[src/bpu_pkg.sv]
// shared widths, table entries, correction/prediction structs and hash helpers; import into bpu modules
package bpu_pkg;

    // table geometry
    localparam int BTB_IDX_LEN = 9;                      // 512 rows per btb/bht bank
    localparam int TAG_LEN     = 8;                      // pc[19:12]
    localparam int HIST_LEN    = 5;                      // local history bits
    localparam int PHT_PC_LEN  = 8;                      // pc[10:3]
    localparam int PHT_IDX_LEN = HIST_LEN + PHT_PC_LEN;  // {history, pc bits}

    typedef enum logic [1:0] {
        BR_NORMAL = 2'd0,   // conditional
        BR_JUMP   = 2'd1,   // unconditional direct
        BR_CALL   = 2'd2,
        BR_RET    = 2'd3
    } br_type_e;

    typedef struct packed {
        logic [TAG_LEN-1:0] tag;
        logic [31:0]        target_pc;
        br_type_e           br_type;
        logic               is_branch;
    } btb_entry_t;

    typedef struct packed {
        logic [HIST_LEN-1:0] history;
    } bht_entry_t;

    typedef struct packed {
        logic [1:0] scnt;   // 2-bit saturating counter
    } pht_entry_t;

    // one backend correction
    typedef struct packed {
        logic                update;
        logic [31:0]         pc;
        logic [31:0]         target_pc;
        logic                is_branch;
        br_type_e            branch_type;
        logic                taken;
        logic                type_miss;
        logic                target_miss;
        logic [HIST_LEN-1:0] history;    // history seen at prediction
        logic [1:0]          scnt;       // counter seen at prediction
    } correct_info_t;

    // prediction for one slot
    typedef struct packed {
        logic [31:0]         target_pc;
        logic [31:0]         next_pc;
        logic                is_branch;
        br_type_e            br_type;
        logic                taken;
        logic [1:0]          scnt;
        logic                need_update;  // no btb entry for this pc
        logic [HIST_LEN-1:0] history;
    } predict_info_t;

    typedef struct packed {
        logic [31:0]              pc;
        logic [1:0]               mask;    // bit i set when slot i is live
        predict_info_t [1:0]      preds;
    } fetch_pkt_t;

    // btb/bht row index, two overlapping pc fields folded together
    function automatic logic [BTB_IDX_LEN-1:0] btb_hash(input logic [31:0] pc);
        return pc[17:9] ^ pc[11:3];
    endfunction

    function automatic logic [TAG_LEN-1:0] btb_tag(input logic [31:0] pc);
        return pc[TAG_LEN+11:12];
    endfunction

    // saturating 2-bit counter step
    function automatic logic [1:0] next_scnt(input logic [1:0] scnt, input logic taken);
        case (scnt)
            2'b00:   return {1'b0, taken};   // strong not taken
            2'b01:   return {taken, 1'b0};   // weak not taken
            2'b10:   return {taken, 1'b1};   // weak taken
            default: return {1'b1, taken};   // strong taken
        endcase
    endfunction

endpackage

[src/bpu_next_pc.sv]
// result stage: owns the fetch pc and valid, picks the next pc and builds the fetch packet
`timescale 1ns/1ps

module bpu_next_pc #(
    parameter logic [31:0] INIT_PC = 32'h1c00_0000
) (
    input  logic                          clk,
    input  logic                          rst_n,
    input  logic                          flush_i,
    input  logic [31:0]                   redir_pc_i,
    input  logic                          ready_i,
    input  bpu_pkg::predict_info_t [1:0]  preds_i,
    output logic [31:0]                   pc_o,
    output bpu_pkg::fetch_pkt_t           fetch_pkt_o,
    output logic                          valid_o
);
    import bpu_pkg::*;

    logic [31:0]      pc_q;
    logic [31:0]      pc_d;
    logic             valid_q;
    logic [31:0]      pc_add_8;      // start of next aligned group
    logic [1:0][31:0] slot_next;
    logic [1:0]       mask;

    assign pc_add_8 = {pc_q[31:3] + 29'd1, 3'b000};

    // per-slot fall-through or target
    assign slot_next[0] = preds_i[0].taken ? preds_i[0].target_pc : {pc_q[31:3], 3'b100};
    assign slot_next[1] = preds_i[1].taken ? preds_i[1].target_pc : pc_add_8;

    // slot 0 dead on odd entry, slot 1 dead after a taken slot 0
    assign mask = {!preds_i[0].taken | pc_q[2], !pc_q[2]};

    always_comb begin
        pc_d = pc_add_8;
        if (preds_i[0].taken && !pc_q[2]) begin
            pc_d = slot_next[0];              // slot 0 wins when live
        end else if (preds_i[1].taken) begin
            pc_d = slot_next[1];
        end
    end

    always_ff @(posedge clk) begin
        if (!rst_n) begin
            pc_q    <= INIT_PC;
            valid_q <= 1'b0;
        end else begin
            valid_q <= 1'b1;                  // lookup always done in one cycle
            if (flush_i) begin
                pc_q <= redir_pc_i;           // redirect beats handshake
            end else if (valid_q && ready_i) begin
                pc_q <= pc_d;
            end
        end
    end

    always_comb begin
        fetch_pkt_o.pc    = pc_q;
        fetch_pkt_o.mask  = mask;
        fetch_pkt_o.preds = preds_i;
        for (int i = 0; i < 2; i++) begin
            fetch_pkt_o.preds[i].next_pc = slot_next[i];
        end
    end

    assign pc_o    = pc_q;
    assign valid_o = valid_q;

endmodule

[config.mk]
export PLATFORM = sky130hd
export DESIGN_NAME = bpu_next_pc
export DESIGN_NICKNAME = d
export VERILOG_FILES = /design/src/bpu_pkg.sv /design/src/bpu_next_pc.sv
export SDC_FILE = /design/constraint.sdc
export NUM_CORES = 1
export LEC_CHECK = 0
export BUFFER_PORTS_ARGS = -buffer_cell sky130_fd_sc_hd__clkbuf_2
export CORE_AREA = 2 2 156 158
export DETAILED_ROUTE_END_ITERATION = 7
export DIE_AREA = 0 0 158 160
export PLACE_DENSITY = 0.51
export SETUP_SLACK_MARGIN = 0.4
export SYNTH_ARGS = -nofsm -noshare
export SYNTH_HDL_FRONTEND = slang
export SYNTH_SLANG_ARGS = --single-unit
[constraint.sdc]
create_clock -name clk -period 1.9 [get_ports clk]
set_input_delay 0 -clock clk [delete_from_list [all_inputs] [get_ports clk]]
set_output_delay 0 -clock clk [all_outputs]
set_load 0.02 [all_outputs]
==> run metrics <==
status=finished with violations; violated checks=negative setup slack; chip width=around 160 um; CTS tree=done; # diodes=0; # fillers=between 2000 and 3000; worst-margin pin slew=between 600 and 700 ps; Root Driver=clkbuf_16; 1st-iter DRT viols=approximately 240; sequential share of the synthesized area=between 15 and 20%; GRT Overall Usage=~16%; wire per inst=18.7 um; Final Hold Fails=0; # nets final=approximately 1000; post-placement cell area=roughly 0.0056 sq mm; FMAX=444 MHz; clk_lat worst skew=slightly below 300 ps; core area=around 0.024 sq mm; drt first pass iters=6; routed via count=about 5100; number of cells after detailed placement=1103; WP data arrival=2250 ps; DRC violations left=0; Crit Path Category=flip-flop to output port; TritonCTS Buffers=5; Power, Total=~3.6 mW; initial core utilization=between 10% and 20%; synth warn=0; type of origin of the critical path=flip-flop; FF-to-FF setup slack=-350 ps; leading cell type in the layout, fill and taps excluded=clkbuf_2; distinct cell type count after synthesis=52; antenna violations before repair=1; Critical Path Fanout Max=7; design area=approximately 0.0069 sq mm; largest net degree at the start of global routing=40; setup slack after layout=-353 ps; Finished Core Util=slightly below 30%; I/O Pins=between 400 and 500; Slew Limit Headroom=56.4%; Final Skew=4.21 ps; syn avg cell area=~7.0 sq um; pwr/cell area=between 500 and 600 mW/mm^2; global placement routability congestion=0.771; kind of end point of the critical path=output port; number of synthesized register bits=33; vias in the first global route=4895; layout cell share with drive strength beyond 1=63.4%; worst ir drop on vdd=about 0.27 mV; H-tree depth=2; area of the mapped netlist=~0.004 sq mm; static leakage=about 3.4 nW; Post-Route WL=21700 um; clock sinks=33; Slew Limit Fails=0; EDFF count, synth=0; Main synth FF type=dfxtp_1; fin crit share=119%; final setup violating endpoints=28; max cap viols=0; Detail Placement HPWL=about 17000 um; Buffers on Ports=298; setup TNS=-4620 ps; die area=between 0.02 and 0.03 sq mm; clock slew at reported path FFs=roughly 60 ps; hold_ws=approximately 0.008 ps; first-pass GRT wire length=30900 um; post-route ant nets=0; via density per instance=4.43; critical path data required time=about 1900 ps; Synth Net Count=~760; synthesis-to-layout area growth=72.2%; Longest Clk Path Bufs=2; Rows=between 50 and 60; Async S/R FF share, synth=0%; grt ovf=0; Synth Instances=570; most frequent cells in the layout=clkbuf_2, buf_4, nand2_1; unrepaired setup endpoints after global routing=true; class of the worst hold path=primary input to output port; Final min period=2250 ps; die height=approximately 160 um; setup slack after placement=-181 ps; final cell count without fillers=around 1200
[layer usage]
layer,up-vias,routed length (um),GRT usage (%)
li1,2443,-,-
met1,2425,9310,21.2
met2,237,10700,28.4
met3,26,1390,2.58
met4,0,263,4.46
met5,-,0,0
[state kept, by name (all words and copies together), names as in the netlist]
name and flops:
valid_o 1, pc_o 32
[critical path, cell delays in order (launching register included)]
cell and delay, ps:
dfxtp_4 360, nand4_1 130, or4_4 660, buf_6 160, nor3_2 140, buf_4 160
xnor2_2 70, o21ai_2 130, clkbuf_8 160
[path summary, 6_finish.rpt]
path	end	cells after the start	from
worst min register to register	pc_o[2]$_SDFFE_PN0P_	3	pc_o[2]$_SDFFE_PN0P_
worst max register to register	pc_o[20]$_SDFFE_PN0P_	6	pc_o[14]$_SDFFE_PN0P_
worst min-delay path	fetch_pkt_o[77]	0	preds_i[77]
worst max-delay path	fetch_pkt_o[116]	8	pc_o[14]$_SDFFE_PN0P_
[cell families after synthesis]
| group | after synthesis | share of synthesized area, % |
|---|---|---|
| AOI/OAI and AO/OA | 121 | 20.5 |
| xor gates and xnor gates | 15 | 3.28 |
| adders and majority gates | 1 | 0.312 |
| buffers and inverters | 170 | 27.4 |
| DFF | 33 | 16.5 |
| muxes | 29 | 8.08 |
| and+or+nand+nor | 201 | 24.0 |
[report_power, final]
group	leakage, nW	internal (mW)	switching (mW)	total [mW]
clock network	0.0938	0.751	0.374	1.12
logic	3.02	0.697	1.02	1.72
registers	0.283	0.742	0.0452	0.787
[what timing repair did]
action | CTS | global route
pin swaps | 36 | 42
buffers inserted | 15 | 17
resized for setup | 106 | 63
hold buffers | 16 | 0
hold endpoints to repair | 16 | 0
endpoints found under the setup margin | 50 | 59
gates cloned | 0 | 0
[cells in the mapped netlist (9+ instances only)]
library cell	n	area share (%)
nand2_1	70	6.6
nand3_1	34	4.2
buf_4	120	22
a221o_1	11	2.7
clkbuf_1	33	3.1
o21ai_0	26	3.2
a21oi_1	36	4.5
inv_1	9	0.84
mux2_2	27	7.6
nor2_1	38	3.6
dfxtp_1	33	16
nor3_1	12	1.5
xnor2_1	12	2.6
[cell type report]
class                           instances  area [sq um]  share of cell area [%]
Clock buffer                            5           125                    1.81
Clock inverter                          3          65.1                   0.942
Inverter                               11          43.8                   0.634
Multi-Input combinational cell        367          2760                    40.0
Sequential cell                        33           712                    10.3
Tap cell                              324           405                    5.87
Timing Repair Buffer                  416          2790                    40.5
No activity file was read; power rests on OpenSTA's default activity.
