==> config.mk <==
export PLATFORM = sky130hd
export DESIGN_NAME = bpu_correct_sel
export DESIGN_NICKNAME = d
export VERILOG_FILES = /design/src/bpu_pkg.sv /design/src/bpu_correct_sel.sv
export SDC_FILE = /design/constraint.sdc
export NUM_CORES = 1
export LEC_CHECK = 0
export BUFFER_PORTS_ARGS = -buffer_cell sky130_fd_sc_hd__clkbuf_2
export CAP_MARGIN = 20
export CORE_AREA = 2 2 102 104
export DETAILED_ROUTE_END_ITERATION = 8
export DIE_AREA = 0 0 104 106
export SYNTH_ARGS = -nofsm -noshare
export SYNTH_HDL_FRONTEND = slang
export SYNTH_SLANG_ARGS = --single-unit
==> constraint.sdc <==
create_clock -name vclk -period 3.6
set_clock_uncertainty 0.2 [all_clocks]
set_input_delay 0.54 -clock vclk [all_inputs]
set_output_delay 0.54 -clock vclk [all_outputs]
set_load 0.02 [all_outputs]
==> src/bpu_pkg.sv <==
// shared widths, table entries, correction/prediction structs and hash helpers; import into bpu modules
package bpu_pkg;

    // table geometry
    localparam int BTB_IDX_LEN = 9;                      // 512 rows per btb/bht bank
    localparam int TAG_LEN     = 8;                      // pc[19:12]
    localparam int HIST_LEN    = 5;                      // local history bits
    localparam int PHT_PC_LEN  = 8;                      // pc[10:3]
    localparam int PHT_IDX_LEN = HIST_LEN + PHT_PC_LEN;  // {history, pc bits}

    typedef enum logic [1:0] {
        BR_NORMAL = 2'd0,   // conditional
        BR_JUMP   = 2'd1,   // unconditional direct
        BR_CALL   = 2'd2,
        BR_RET    = 2'd3
    } br_type_e;

    typedef struct packed {
        logic [TAG_LEN-1:0] tag;
        logic [31:0]        target_pc;
        br_type_e           br_type;
        logic               is_branch;
    } btb_entry_t;

    typedef struct packed {
        logic [HIST_LEN-1:0] history;
    } bht_entry_t;

    typedef struct packed {
        logic [1:0] scnt;   // 2-bit saturating counter
    } pht_entry_t;

    // one backend correction
    typedef struct packed {
        logic                update;
        logic [31:0]         pc;
        logic [31:0]         target_pc;
        logic                is_branch;
        br_type_e            branch_type;
        logic                taken;
        logic                type_miss;
        logic                target_miss;
        logic [HIST_LEN-1:0] history;    // history seen at prediction
        logic [1:0]          scnt;       // counter seen at prediction
    } correct_info_t;

    // prediction for one slot
    typedef struct packed {
        logic [31:0]         target_pc;
        logic [31:0]         next_pc;
        logic                is_branch;
        br_type_e            br_type;
        logic                taken;
        logic [1:0]          scnt;
        logic                need_update;  // no btb entry for this pc
        logic [HIST_LEN-1:0] history;
    } predict_info_t;

    typedef struct packed {
        logic [31:0]              pc;
        logic [1:0]               mask;    // bit i set when slot i is live
        predict_info_t [1:0]      preds;
    } fetch_pkt_t;

    // btb/bht row index, two overlapping pc fields folded together
    function automatic logic [BTB_IDX_LEN-1:0] btb_hash(input logic [31:0] pc);
        return pc[17:9] ^ pc[11:3];
    endfunction

    function automatic logic [TAG_LEN-1:0] btb_tag(input logic [31:0] pc);
        return pc[TAG_LEN+11:12];
    endfunction

    // saturating 2-bit counter step
    function automatic logic [1:0] next_scnt(input logic [1:0] scnt, input logic taken);
        case (scnt)
            2'b00:   return {1'b0, taken};   // strong not taken
            2'b01:   return {taken, 1'b0};   // weak not taken
            2'b10:   return {taken, 1'b1};   // weak taken
            default: return {1'b1, taken};   // strong taken
        endcase
    endfunction

endpackage

==> src/bpu_correct_sel.sv <==
// decode stage: picks one backend correction and turns it into btb/bht/pht/ras write commands
`timescale 1ns/1ps

module bpu_correct_sel (
    input  bpu_pkg::correct_info_t [1:0]      corrections_i,
    // btb, bank and row shared with bht
    output logic                              btb_we_o,
    output logic                              bank_o,
    output logic [bpu_pkg::BTB_IDX_LEN-1:0]   btb_waddr_o,
    output bpu_pkg::btb_entry_t               btb_wdata_o,
    // bht
    output logic                              bht_we_o,
    output bpu_pkg::bht_entry_t               bht_wdata_o,
    // pht
    output logic                              pht_we_o,
    output logic [bpu_pkg::PHT_IDX_LEN-1:0]   pht_waddr_o,
    output bpu_pkg::pht_entry_t               pht_wdata_o,
    // ras
    output logic                              ras_push_o,
    output logic                              ras_pop_o,
    output logic [31:0]                       ras_push_pc_o
);
    import bpu_pkg::*;

    correct_info_t sel;   // first correction with update set
    logic          upd;

    // slot 0 first, else slot 1; if 1 has no update either, nothing is written
    assign sel = corrections_i[0].update ? corrections_i[0] : corrections_i[1];
    assign upd = sel.update;

    assign bank_o      = sel.pc[2];          // odd word lives in bank 1
    assign btb_waddr_o = btb_hash(sel.pc);

    // btb only learns on a type or target miss
    assign btb_we_o              = upd & (sel.type_miss | sel.target_miss);
    assign btb_wdata_o.tag       = btb_tag(sel.pc);
    assign btb_wdata_o.target_pc = sel.target_pc;
    assign btb_wdata_o.br_type   = sel.branch_type;
    assign btb_wdata_o.is_branch = sel.is_branch;

    // new branch restarts history with just this outcome
    assign bht_we_o = upd;
    assign bht_wdata_o.history = sel.type_miss ? {{(HIST_LEN-1){1'b0}}, sel.taken}
                                               : {sel.history[HIST_LEN-2:0], sel.taken};

    // pht indexed by history seen at predict time
    assign pht_we_o         = upd;
    assign pht_waddr_o      = {sel.history, sel.pc[PHT_PC_LEN+2:3]};
    assign pht_wdata_o.scnt = next_scnt(sel.scnt, sel.taken);

    // stack follows backend calls/returns only
    assign ras_push_o    = upd & (sel.branch_type == BR_CALL);
    assign ras_pop_o     = upd & (sel.branch_type == BR_RET);
    assign ras_push_pc_o = sel.pc + 32'd4;   // return lands after the call

endmodule

==> impl_metrics.json, run 1 <==
{
  "syn2layout_area_growth_pct": 75.6,
  "holdPathStages": 3,
  "nClkBuffers": 0,
  "met1_usage": 0.211,
  "layout_min_cycle_time_ps": 3330,
  "path_cells": "buf_4, buf_12, nand3_1, a211oi_4, a21boi_4, nand4_4, nor4b_4, xnor2_2, clkbuf_2",
  "wl_per_cell_um": 16.0,
  "fin_cells": 653,
  "drtPass1Iterations": 4,
  "hpwl_um": 9470,
  "drt_iter0_drc": 92,
  "hold_viol": 0,
  "syn-num-nets": 415,
  "yosys_warnings": 0,
  "slew_headroom": 0.658,
  "io_buffers": 266,
  "die_y_um": 106,
  "use_met3": 0.0233,
  "grt_max_degree": 47,
  "pin_count": 266,
  "ys_seq_area_frac": 0,
  "status": "completed",
  "drv_cap": 0,
  "power.internal_uw": 238,
  "crit_start": "corrections_i[77]",
  "grt_pass1_wl_um": 15200,
  "crit_required_ps": 2860,
  "grt_overflow": 0,
  "viasPerCell": 4.55,
  "finalCritPeriodShare": 0.925,
  "drc": 0,
  "cellLeakagePower_nw": 1.92,
  "p_seq_frac": 0,
  "dp.cells": 653,
  "hold_class": "in -> out",
  "postSynthAreaPerCell_um2": 7.88,
  "grt_pass1_vias": 2845,
  "top_usage_layer": "met2",
  "vdd_drop_max_mv": 0.0636,
  "clock.fmax_ghz": 0.300,
  "worstMarginPinSlew_ps": 499,
  "setup_ws_ps": 270,
  "seq_cells": 0,
  "seq_area_um2": 0,
  "ctsResizeCount": 0,
  "gp_congestion": 0.910,
  "crit_type": "in -> out",
  "ys_types": 42,
  "synth_area_mm2": 0.00203,
  "postCtsSetupBuffers": 0,
  "hold_ws_ps": 1240,
  "layout.nets": 676,
  "setup_viol": 0,
  "power_frac_comb": 1.000,
  "drive_above_1_share": 0.658,
  "endpoint_kind": "primary output",
  "ant_nets": 0,
  "start_kind": "primary input",
  "coreArea_mm2": 0.0100,
  "ctsHoldBuffers": 0,
  "cpMaxStageDelayCell": "nor4b_4",
  "power.switching_uw": 342,
  "initial_core_util": 0.203,
  "p_sw_frac": 0.590,
  "fin_util": 0.357,
  "cpPeakStageDelay_ps": 350,
  "die_x_um": 104,
  "cp.arrival_ps": 2590,
  "rsz0062_at_grt": "no",
  "clockPowerShare": 0,
  "grt_use_met2": 0.319,
  "n_fill_cell": 1120,
  "antenna_found_initial": 0,
  "crit_fanout": 46,
  "grtUsageTotal": 0.169,
  "final-max-slew-violation-count": 0,
  "dieArea_mm2": 0.0110,
  "dr_total_vias": 2969,
  "dp_slack_ps": 251,
  "p_per_area_mw_per_mm2": 163,
  "critPathCapture": "ras_push_pc_o[30]",
  "fp-row-count": 37,
  "multiInputGateArea_mm2": 0.00194,
  "routed_wl_um": 10400,
  "synthCells": 258,
  "antenna_cells": 0
}
-- critical path: cells and delay by family --
kind	cells	cell delay [ps]
buffers and inverters	3	600
AOI/OAI and AO/OA	2	590
xor gates and xnor gates	1	150
and+or+nand+nor	3	690
-- cell usage after synthesis --
| cell | number | area (um2) |
|---|---|---|
| mux2_2 | 47 | 529 |
| xnor2_1 | 25 | 219 |
| nand2_1 | 24 | 90.1 |
| mux2i_1 | 22 | 220 |
| nand3_1 | 17 | 85.1 |
| inv_1 | 13 | 48.8 |
| xor2_1 | 13 | 114 |
| nor2_1 | 10 | 37.5 |
| o21ai_0 | 10 | 50.1 |
| nor2b_1 | 8 | 50.1 |
| a21oi_1 | 7 | 35.0 |
| nand4_1 | 7 | 43.8 |
| buf_2 | 6 | 30.0 |
| buf_4 | 6 | 45.0 |
| nand3b_1 | 5 | 37.5 |
| a32o_1 | 3 | 30.0 |
| buf_6 | 3 | 33.8 |
| nand4b_1 | 3 | 26.3 |
| a21o_1 | 2 | 15.0 |
| a22oi_1 | 2 | 15.0 |
| and2_1 | 2 | 12.5 |
| and3_1 | 2 | 12.5 |
| and4_1 | 2 | 17.5 |
| a211oi_2 | 1 | 12.5 |
| a211oi_4 | 1 | 20.0 |
| a21boi_4 | 1 | 18.8 |
| a222oi_1 | 1 | 10.0 |
| a22oi_2 | 1 | 12.5 |
| a32oi_1 | 1 | 8.76 |
| and2_2 | 1 | 7.51 |
| and2b_1 | 1 | 7.51 |
| and4bb_1 | 1 | 12.5 |
| ha_1 | 1 | 12.5 |
| maj3_1 | 1 | 10.0 |
| mux2_1 | 1 | 11.3 |
| nand2b_1 | 1 | 6.26 |
| nand3b_4 | 1 | 20.0 |
| nand4_4 | 1 | 21.3 |
| nor3_1 | 1 | 5.00 |
| nor4b_4 | 1 | 23.8 |
| o31ai_1 | 1 | 7.51 |
| or2_2 | 1 | 6.26 |
-- power by group through the flow --
stage               registers, mW  logic [mW]  clock network, mW
CTS                             0       0.582                  0
global route                    0       0.616                  0
global placement                0       0.576                  0
detailed placement              0       0.579                  0
finish                          0       0.580                  0
floorplan                       0       0.343                  0
-- metal layers --
metal	routed length, um	vias up
met3	686	6
met5	0	-
met4	115	0
met2	5300	145
met1	4330	1359
li1	-	1459
-- through the flow --
step	power [mW]	area [um2]	setup TNS, ps
floorplan	0.343	2120	-211
global placement	0.576	3570	0
detailed placement	0.579	3570	0
CTS	0.582	3570	0
global route	0.616	3570	0
finish	0.580	3570	0
-- cells in the final DEF, fill, tap and decap left out, types with 3 or more instances in the layout --
| cell | n |
|---|---|
| nand4b_1 | 3 |
| mux2i_1 | 21 |
| clkbuf_2 | 265 |
| a21oi_1 | 7 |
| nand3b_1 | 5 |
| nor2b_1 | 8 |
| o21ai_0 | 10 |
| xor2_1 | 13 |
| nand3_1 | 17 |
| nor2_1 | 10 |
| xnor2_1 | 20 |
| xnor2_2 | 5 |
| nand4_1 | 7 |
| mux2_2 | 47 |
| a32o_1 | 3 |
| nand2_1 | 24 |
| buf_4 | 8 |
| inv_1 | 11 |
-- kinds of logic after synthesis --
logic type               share of synthesized area
adder cells (fa/ha/maj)                     0.0111
XOR/XNOR                                     0.164
AO/OA/AOI/OAI                                0.116
multiplexers                                 0.374
AND/OR/NAND/NOR                              0.257
buffers and inverters                       0.0776
-- worst min path at each step --
stage,start,end,slack [ps]
after floorplan,corrections_i[125],ras_push_pc_o[2],950
after global placement,corrections_i[118],btb_wdata_o[30],1230
after detailed placement,corrections_i[93],btb_wdata_o[5],1230
after CTS,corrections_i[118],btb_wdata_o[30],1240
after global routing,corrections_i[125],ras_push_pc_o[2],1240
final,corrections_i[93],btb_wdata_o[5],1240
-- area by class of cell --
cell class                      instances  share of cell area
Multi-Input combinational cell        230               0.544
Tap cell                              136              0.0477
Inverter                               13              0.0137
Timing Repair Buffer                  274               0.394
No activity file was read; power rests on OpenSTA's default activity.
==> inputs of run 2 (changes only) <==
- ABC_AREA: not set -> 1
- BUFFER_PORTS_ARGS: -buffer_cell sky130_fd_sc_hd__clkbuf_2 -> -buffer_cell sky130_fd_sc_hd__buf_2
- CORE_AREA: 2 2 102 104 -> 2 2 103 105
- DIE_AREA: 0 0 104 106 -> 0 0 105 107
==> run 2 against run 1 <==
Cell count increased by 31%; maximum frequency rose by 4.5%; clock-buffer cell count stayed put; core utilization about the same; via count grew 17%; setup slack improved by 140 ps; non-clock buffer count decreased by 5; critical path depth up 2; first-iteration DRC count rose by 130%; synthesized cell count rose by 81%; sequential cell count stayed put; die area is 1.9% higher; largest cell class unchanged; highest routed layer is now met5.
==> impl_metrics.json, run 2 <==
{
  "status": "completed",
  "hold_viol": 0,
  "holdPathStages": 4,
  "setup_viol": 0,
  "hold_ws_ps": 1180,
  "yosys_warnings": 0,
  "start_kind": "primary input",
  "p_per_area_mw_per_mm2": 158,
  "setup_ws_ps": 415,
  "initial_core_util": 0.220,
  "crit_type": "in -> out",
  "viasPerCell": 4.06,
  "drv_cap": 0,
  "yosysTopAreaCell": "nand2_1",
  "postCtsSetupBuffers": 0,
  "fin_cells": 854,
  "path_cells": "buf_2, inv_6, nand2_2, nand2_2, ha_1, inv_1, nor2_2, nand2_1, nor2_1, xor2_1, buf_2",
  "antenna_cells": 0,
  "routed_wl_um": 10100,
  "drtPass1Iterations": 4,
  "synth.area.top_cells": "nand2_1, xor2_1, nand2_2",
  "drc": 0,
  "fp-row-count": 37,
  "dp_slack_ps": 388,
  "final-max-slew-violation-count": 0,
  "layout_min_cycle_time_ps": 3180,
  "synth_top_area_frac": 0.445,
  "grt_pass1_vias": 3068,
  "ant_nets": 0,
  "die_x_um": 105,
  "io_buffers": 266,
  "wl_met3_um": 740,
  "clock.fmax_ghz": 0.314,
  "gp_congestion": 0.855,
  "coreArea_mm2": 0.0101,
  "endpoint_kind": "primary output",
  "drive_above_1_share": 0.462,
  "syn-num-nets": 624,
  "synth_common_cells": "nand2_1, nor2_1, inv_1, nand2_2, xor2_1",
  "layout.nets": 877,
  "syn2layout_area_growth_pct": 62.4,
  "cpMaxStageDelayCell": "ha_1",
  "grtUsageTotal": 0.159,
  "worstMarginPinSlew_ps": 417,
  "crit_required_ps": 2860,
  "nClkBuffers": 0,
  "wl_per_cell_um": 11.8,
  "hold_class": "in -> out",
  "grt_pass1_wl_um": 15000,
  "top_layer_used": "met5",
  "drt_iter0_drc": 210,
  "synthCells": 467,
  "finalCritPeriodShare": 0.885,
  "crit_fanout": 34,
  "ctsHoldBuffers": 0,
  "seq_cells": 0,
  "final_common_cell": "buf_2",
  "postSynthAreaPerCell_um2": 4.75,
  "dr_total_vias": 3468,
  "synth_area_mm2": 0.00222,
  "crit_start": "corrections_i[77]",
  "wl_met1_um": 4390,
  "grt_overflow": 0,
  "final_cell_mix": "buf_2, nand2_1, nor2_1, inv_1, nand2_2",
  "vdd_drop_max_mv": 0.0806,
  "hpwl_um": 8590,
  "ys_seq_area_frac": 0,
  "ctsResizeCount": 0,
  "ys_types": 26,
  "cpPeakStageDelay_ps": 260,
  "seq_area_um2": 0,
  "setup_tns_ps": 0,
  "worstHoldStart": "corrections_i[106]",
  "cp.arrival_ps": 2440,
  "pin_count": 266,
  "wl_met2_um": 4910,
  "cellLeakagePower_nw": 2.29,
  "die_y_um": 107,
  "slew_headroom": 0.722,
  "dieArea_mm2": 0.0112,
  "rsz0062_at_grt": "no",
  "yosysMostFrequentCell": "nand2_1",
  "dp.cells": 854,
  "grt_max_degree": 44,
  "antenna_found_initial": 1
}
## run 2: cell count changes after synthesis, moves of 13 or more
cell and delta:
nand2_2 +28, nor2_1 +27, inv_1 +19, nor2_2 +13, xnor2_1 -25, mux2i_1 -22
mux2_2 -47, nand2_1 +239
## run 2: worst paths after layout
check,endpoint,slack [ps]
setup / recovery,ras_push_pc_o[18],420
hold / removal,btb_wdata_o[18],1180
## run 2: per-stage QoR
stage	power [mW]	utilization	cell area (um2)
final	0.569	0.357	3600
after CTS	0.575	0.357	3600
after global routing	0.621	0.357	3600
after detailed placement	0.573	0.357	3600
after global placement	0.573	0.357	3600
after floorplan	0.354	-	2220
## run 2: logic make-up (layout without fill, tap and decap cells)
family	count (synthesis)	in the layout	share of synthesized area
buf+inv	54	305	0.127
simple gates	375	375	0.740
xor+xnor	23	23	0.0909
fa+ha+maj	1	1	0.00564
compound gates	14	14	0.0367
## run 2: area by class of cell
type	count	area [um2]
fillers	1181	6490
multi-input cells	413	1940
repair buffers	269	1350
well taps	136	170
inverters	36	140
## run 2: metal layers
metal / vias up / track usage
li1: 1892 / -
met1: 1426 / 0.207
met2: 144 / 0.293
met3: 4 / 0.0225
met4: 2 / 0.00381
met5: - / 0
## run 2: power breakdown
| group | internal, mW | switching, mW |
|---|---|---|
| Sequential | 0 | 0 |
| Combinational | 0.202 | 0.367 |
| Clock | 0 | 0 |
| Total | 0.202 | 0.367 |
## run 2: critical path: cells and delay by family
kind / cells / cell delay (ps)
xor+xnor: 1 / 170
buf+inv: 4 / 720
fa+ha+maj: 1 / 260
simple gates: 5 / 760
==> inputs of run 3 (changes only) <==
- CELL_PAD_IN_SITES_DETAIL_PLACEMENT: not set -> 2
- CELL_PAD_IN_SITES_GLOBAL_PLACEMENT: not set -> 2
- CORE_AREA: 2 2 103 105 -> not set
- CORE_ASPECT_RATIO: not set -> 1.1
- CORE_MARGIN: not set -> 1.5
- CORE_UTILIZATION: not set -> 12
- DIE_AREA: 0 0 105 107 -> not set
- PLACE_DENSITY_LB_ADDON: not set -> 0.1
==> run 3 against run 2 <==
Die area up 72%; critical path type unchanged; routed wire length up 49%; critical endpoint is now ras_push_pc_o[19]; combinational power up 4.6%.
==> impl_metrics.json, run 3 (same netlist as run 2, synthesis figures left out) <==
{
  "grt_max_degree": 35,
  "gp_congestion": 0.820,
  "n_fill_cell": 2352,
  "endpoint_kind": "primary output",
  "pin_count": 266,
  "routed_wl_um": 15000,
  "p_per_area_mw_per_mm2": 159,
  "rsz0062_at_grt": "no",
  "clock.fmax_ghz": 0.310,
  "power.internal_uw": 204,
  "layout_min_cycle_time_ps": 3220,
  "grt_overflow": 0,
  "hold_class": "in -> out",
  "status": "completed",
  "grt_pass1_vias": 4090,
  "crit_required_ps": 2860,
  "drv_cap": 0,
  "layout.nets": 878,
  "ant_nets": 0,
  "finalCritPeriodShare": 0.896,
  "ctsResizeCount": 0,
  "final_common_cell": "buf_2",
  "p_sw_frac": 0.657,
  "antenna_cells": 0,
  "crit_start": "corrections_i[77]",
  "die_y_um": 146,
  "syn2layout_area_growth_pct": 68.6,
  "hold_viol": 0,
  "viasPerCell": 3.92,
  "grt_pass1_wl_um": 23200,
  "worstMarginPinSlew_ps": 392,
  "vdd_drop_max_mv": 0.0638,
  "final_cell_mix": "buf_2, nand2_1, nor2_1, inv_1, nand2_2",
  "fp-row-count": 51,
  "postCtsSetupBuffers": 0,
  "setup_viol": 0,
  "slew_headroom": 0.739,
  "hpwl_um": 13300,
  "power.switching_uw": 391,
  "initial_core_util": 0.124,
  "seq_area_um2": 0,
  "cellLeakagePower_nw": 2.29,
  "critPathCapture": "ras_push_pc_o[19]",
  "drtPass1Iterations": 4,
  "seq_cells": 0,
  "start_kind": "primary input",
  "dr_total_vias": 3755,
  "cp.arrival_ps": 2480,
  "grtUsageTotal": 0.148,
  "final-max-slew-violation-count": 0,
  "setup_tns_ps": 0,
  "power_frac_comb": 1.000,
  "crit_fanout": 30,
  "crit_type": "in -> out",
  "die_x_um": 133,
  "antenna_found_initial": 0,
  "clockPowerShare": 0,
  "ctsHoldBuffers": 0,
  "dieArea_mm2": 0.0193,
  "coreArea_mm2": 0.0179,
  "drc": 0,
  "p_total_uw": 595,
  "p_seq_frac": 0,
  "drive_above_1_share": 0.463,
  "wl_per_cell_um": 15.7,
  "nClkBuffers": 0,
  "io_buffers": 266,
  "drt_iter0_drc": 66
}
## run 3: changes by cell type in the layout (fill, tap and decap cells not counted), sizes merged
| cell | previous run | this run |
|---|---|---|
| buf | 269 | 270 |
## run 3: stage by stage
stage | util | hold slack (ps) | instance area, um2 | cells | worst slack (ps)
6_report | 0.208 | 1190 | 3740 | 957 | 376
5_1_grt | 0.208 | 1210 | 3740 | 957 | 142
4_1_cts | 0.208 | 1190 | 3740 | 957 | 289
3_5_place_dp | 0.208 | 1190 | 3740 | 957 | 299
3_3_place_gp | 0.208 | 1190 | 3740 | 957 | 362
2_1_floorplan | - | 1020 | 2220 | 467 | 499
## run 3: cell type report
type / count / area, um2 / share of cell area
well taps: 238 / 298 / 0.0797
multi-input cells: 413 / 1940 / 0.518
repair buffers: 270 / 1360 / 0.365
inverters: 36 / 140 / 0.0375
## run 3: worst min-delay path by stage
stage                  endpoint                from  cells after the start
6_report         btb_wdata_o[6]   corrections_i[94]                      4
5_1_grt        ras_push_pc_o[1]  corrections_i[124]                      4
4_1_cts         btb_wdata_o[29]  corrections_i[117]                      4
3_5_place_dp    btb_wdata_o[29]  corrections_i[117]                      4
3_3_place_gp    btb_wdata_o[29]  corrections_i[117]                      4
2_1_floorplan  ras_push_pc_o[2]  corrections_i[125]                      1
## run 3: per-layer routing
layer	wire, um	part of all wire	global-route usage
met3	928	0.062	0.0244
met4	36	0.0024	0.00385
met1	5860	0.39	0.164
met2	8160	0.54	0.305
met5	0	0	0
## run 3: critical path, cell delays in order
cell     delay, ps
buf_4          200
inv_6          180
buf_4          350
nand2_1         90
nand2_1        190
nand2_1        110
nor2_1         160
nand2_1        120
nor2_1         170
nand2_1         70
nand2_1         70
nand2_1         60
buf_2          160
## run 3: power groups by stage
stage | sequential, mW | combinational [mW] | clock (mW)
after global routing | 0 | 0.654 | 0
after global placement | 0 | 0.603 | 0
after CTS | 0 | 0.613 | 0
after detailed placement | 0 | 0.610 | 0
final | 0 | 0.595 | 0
after floorplan | 0 | 0.354 | 0
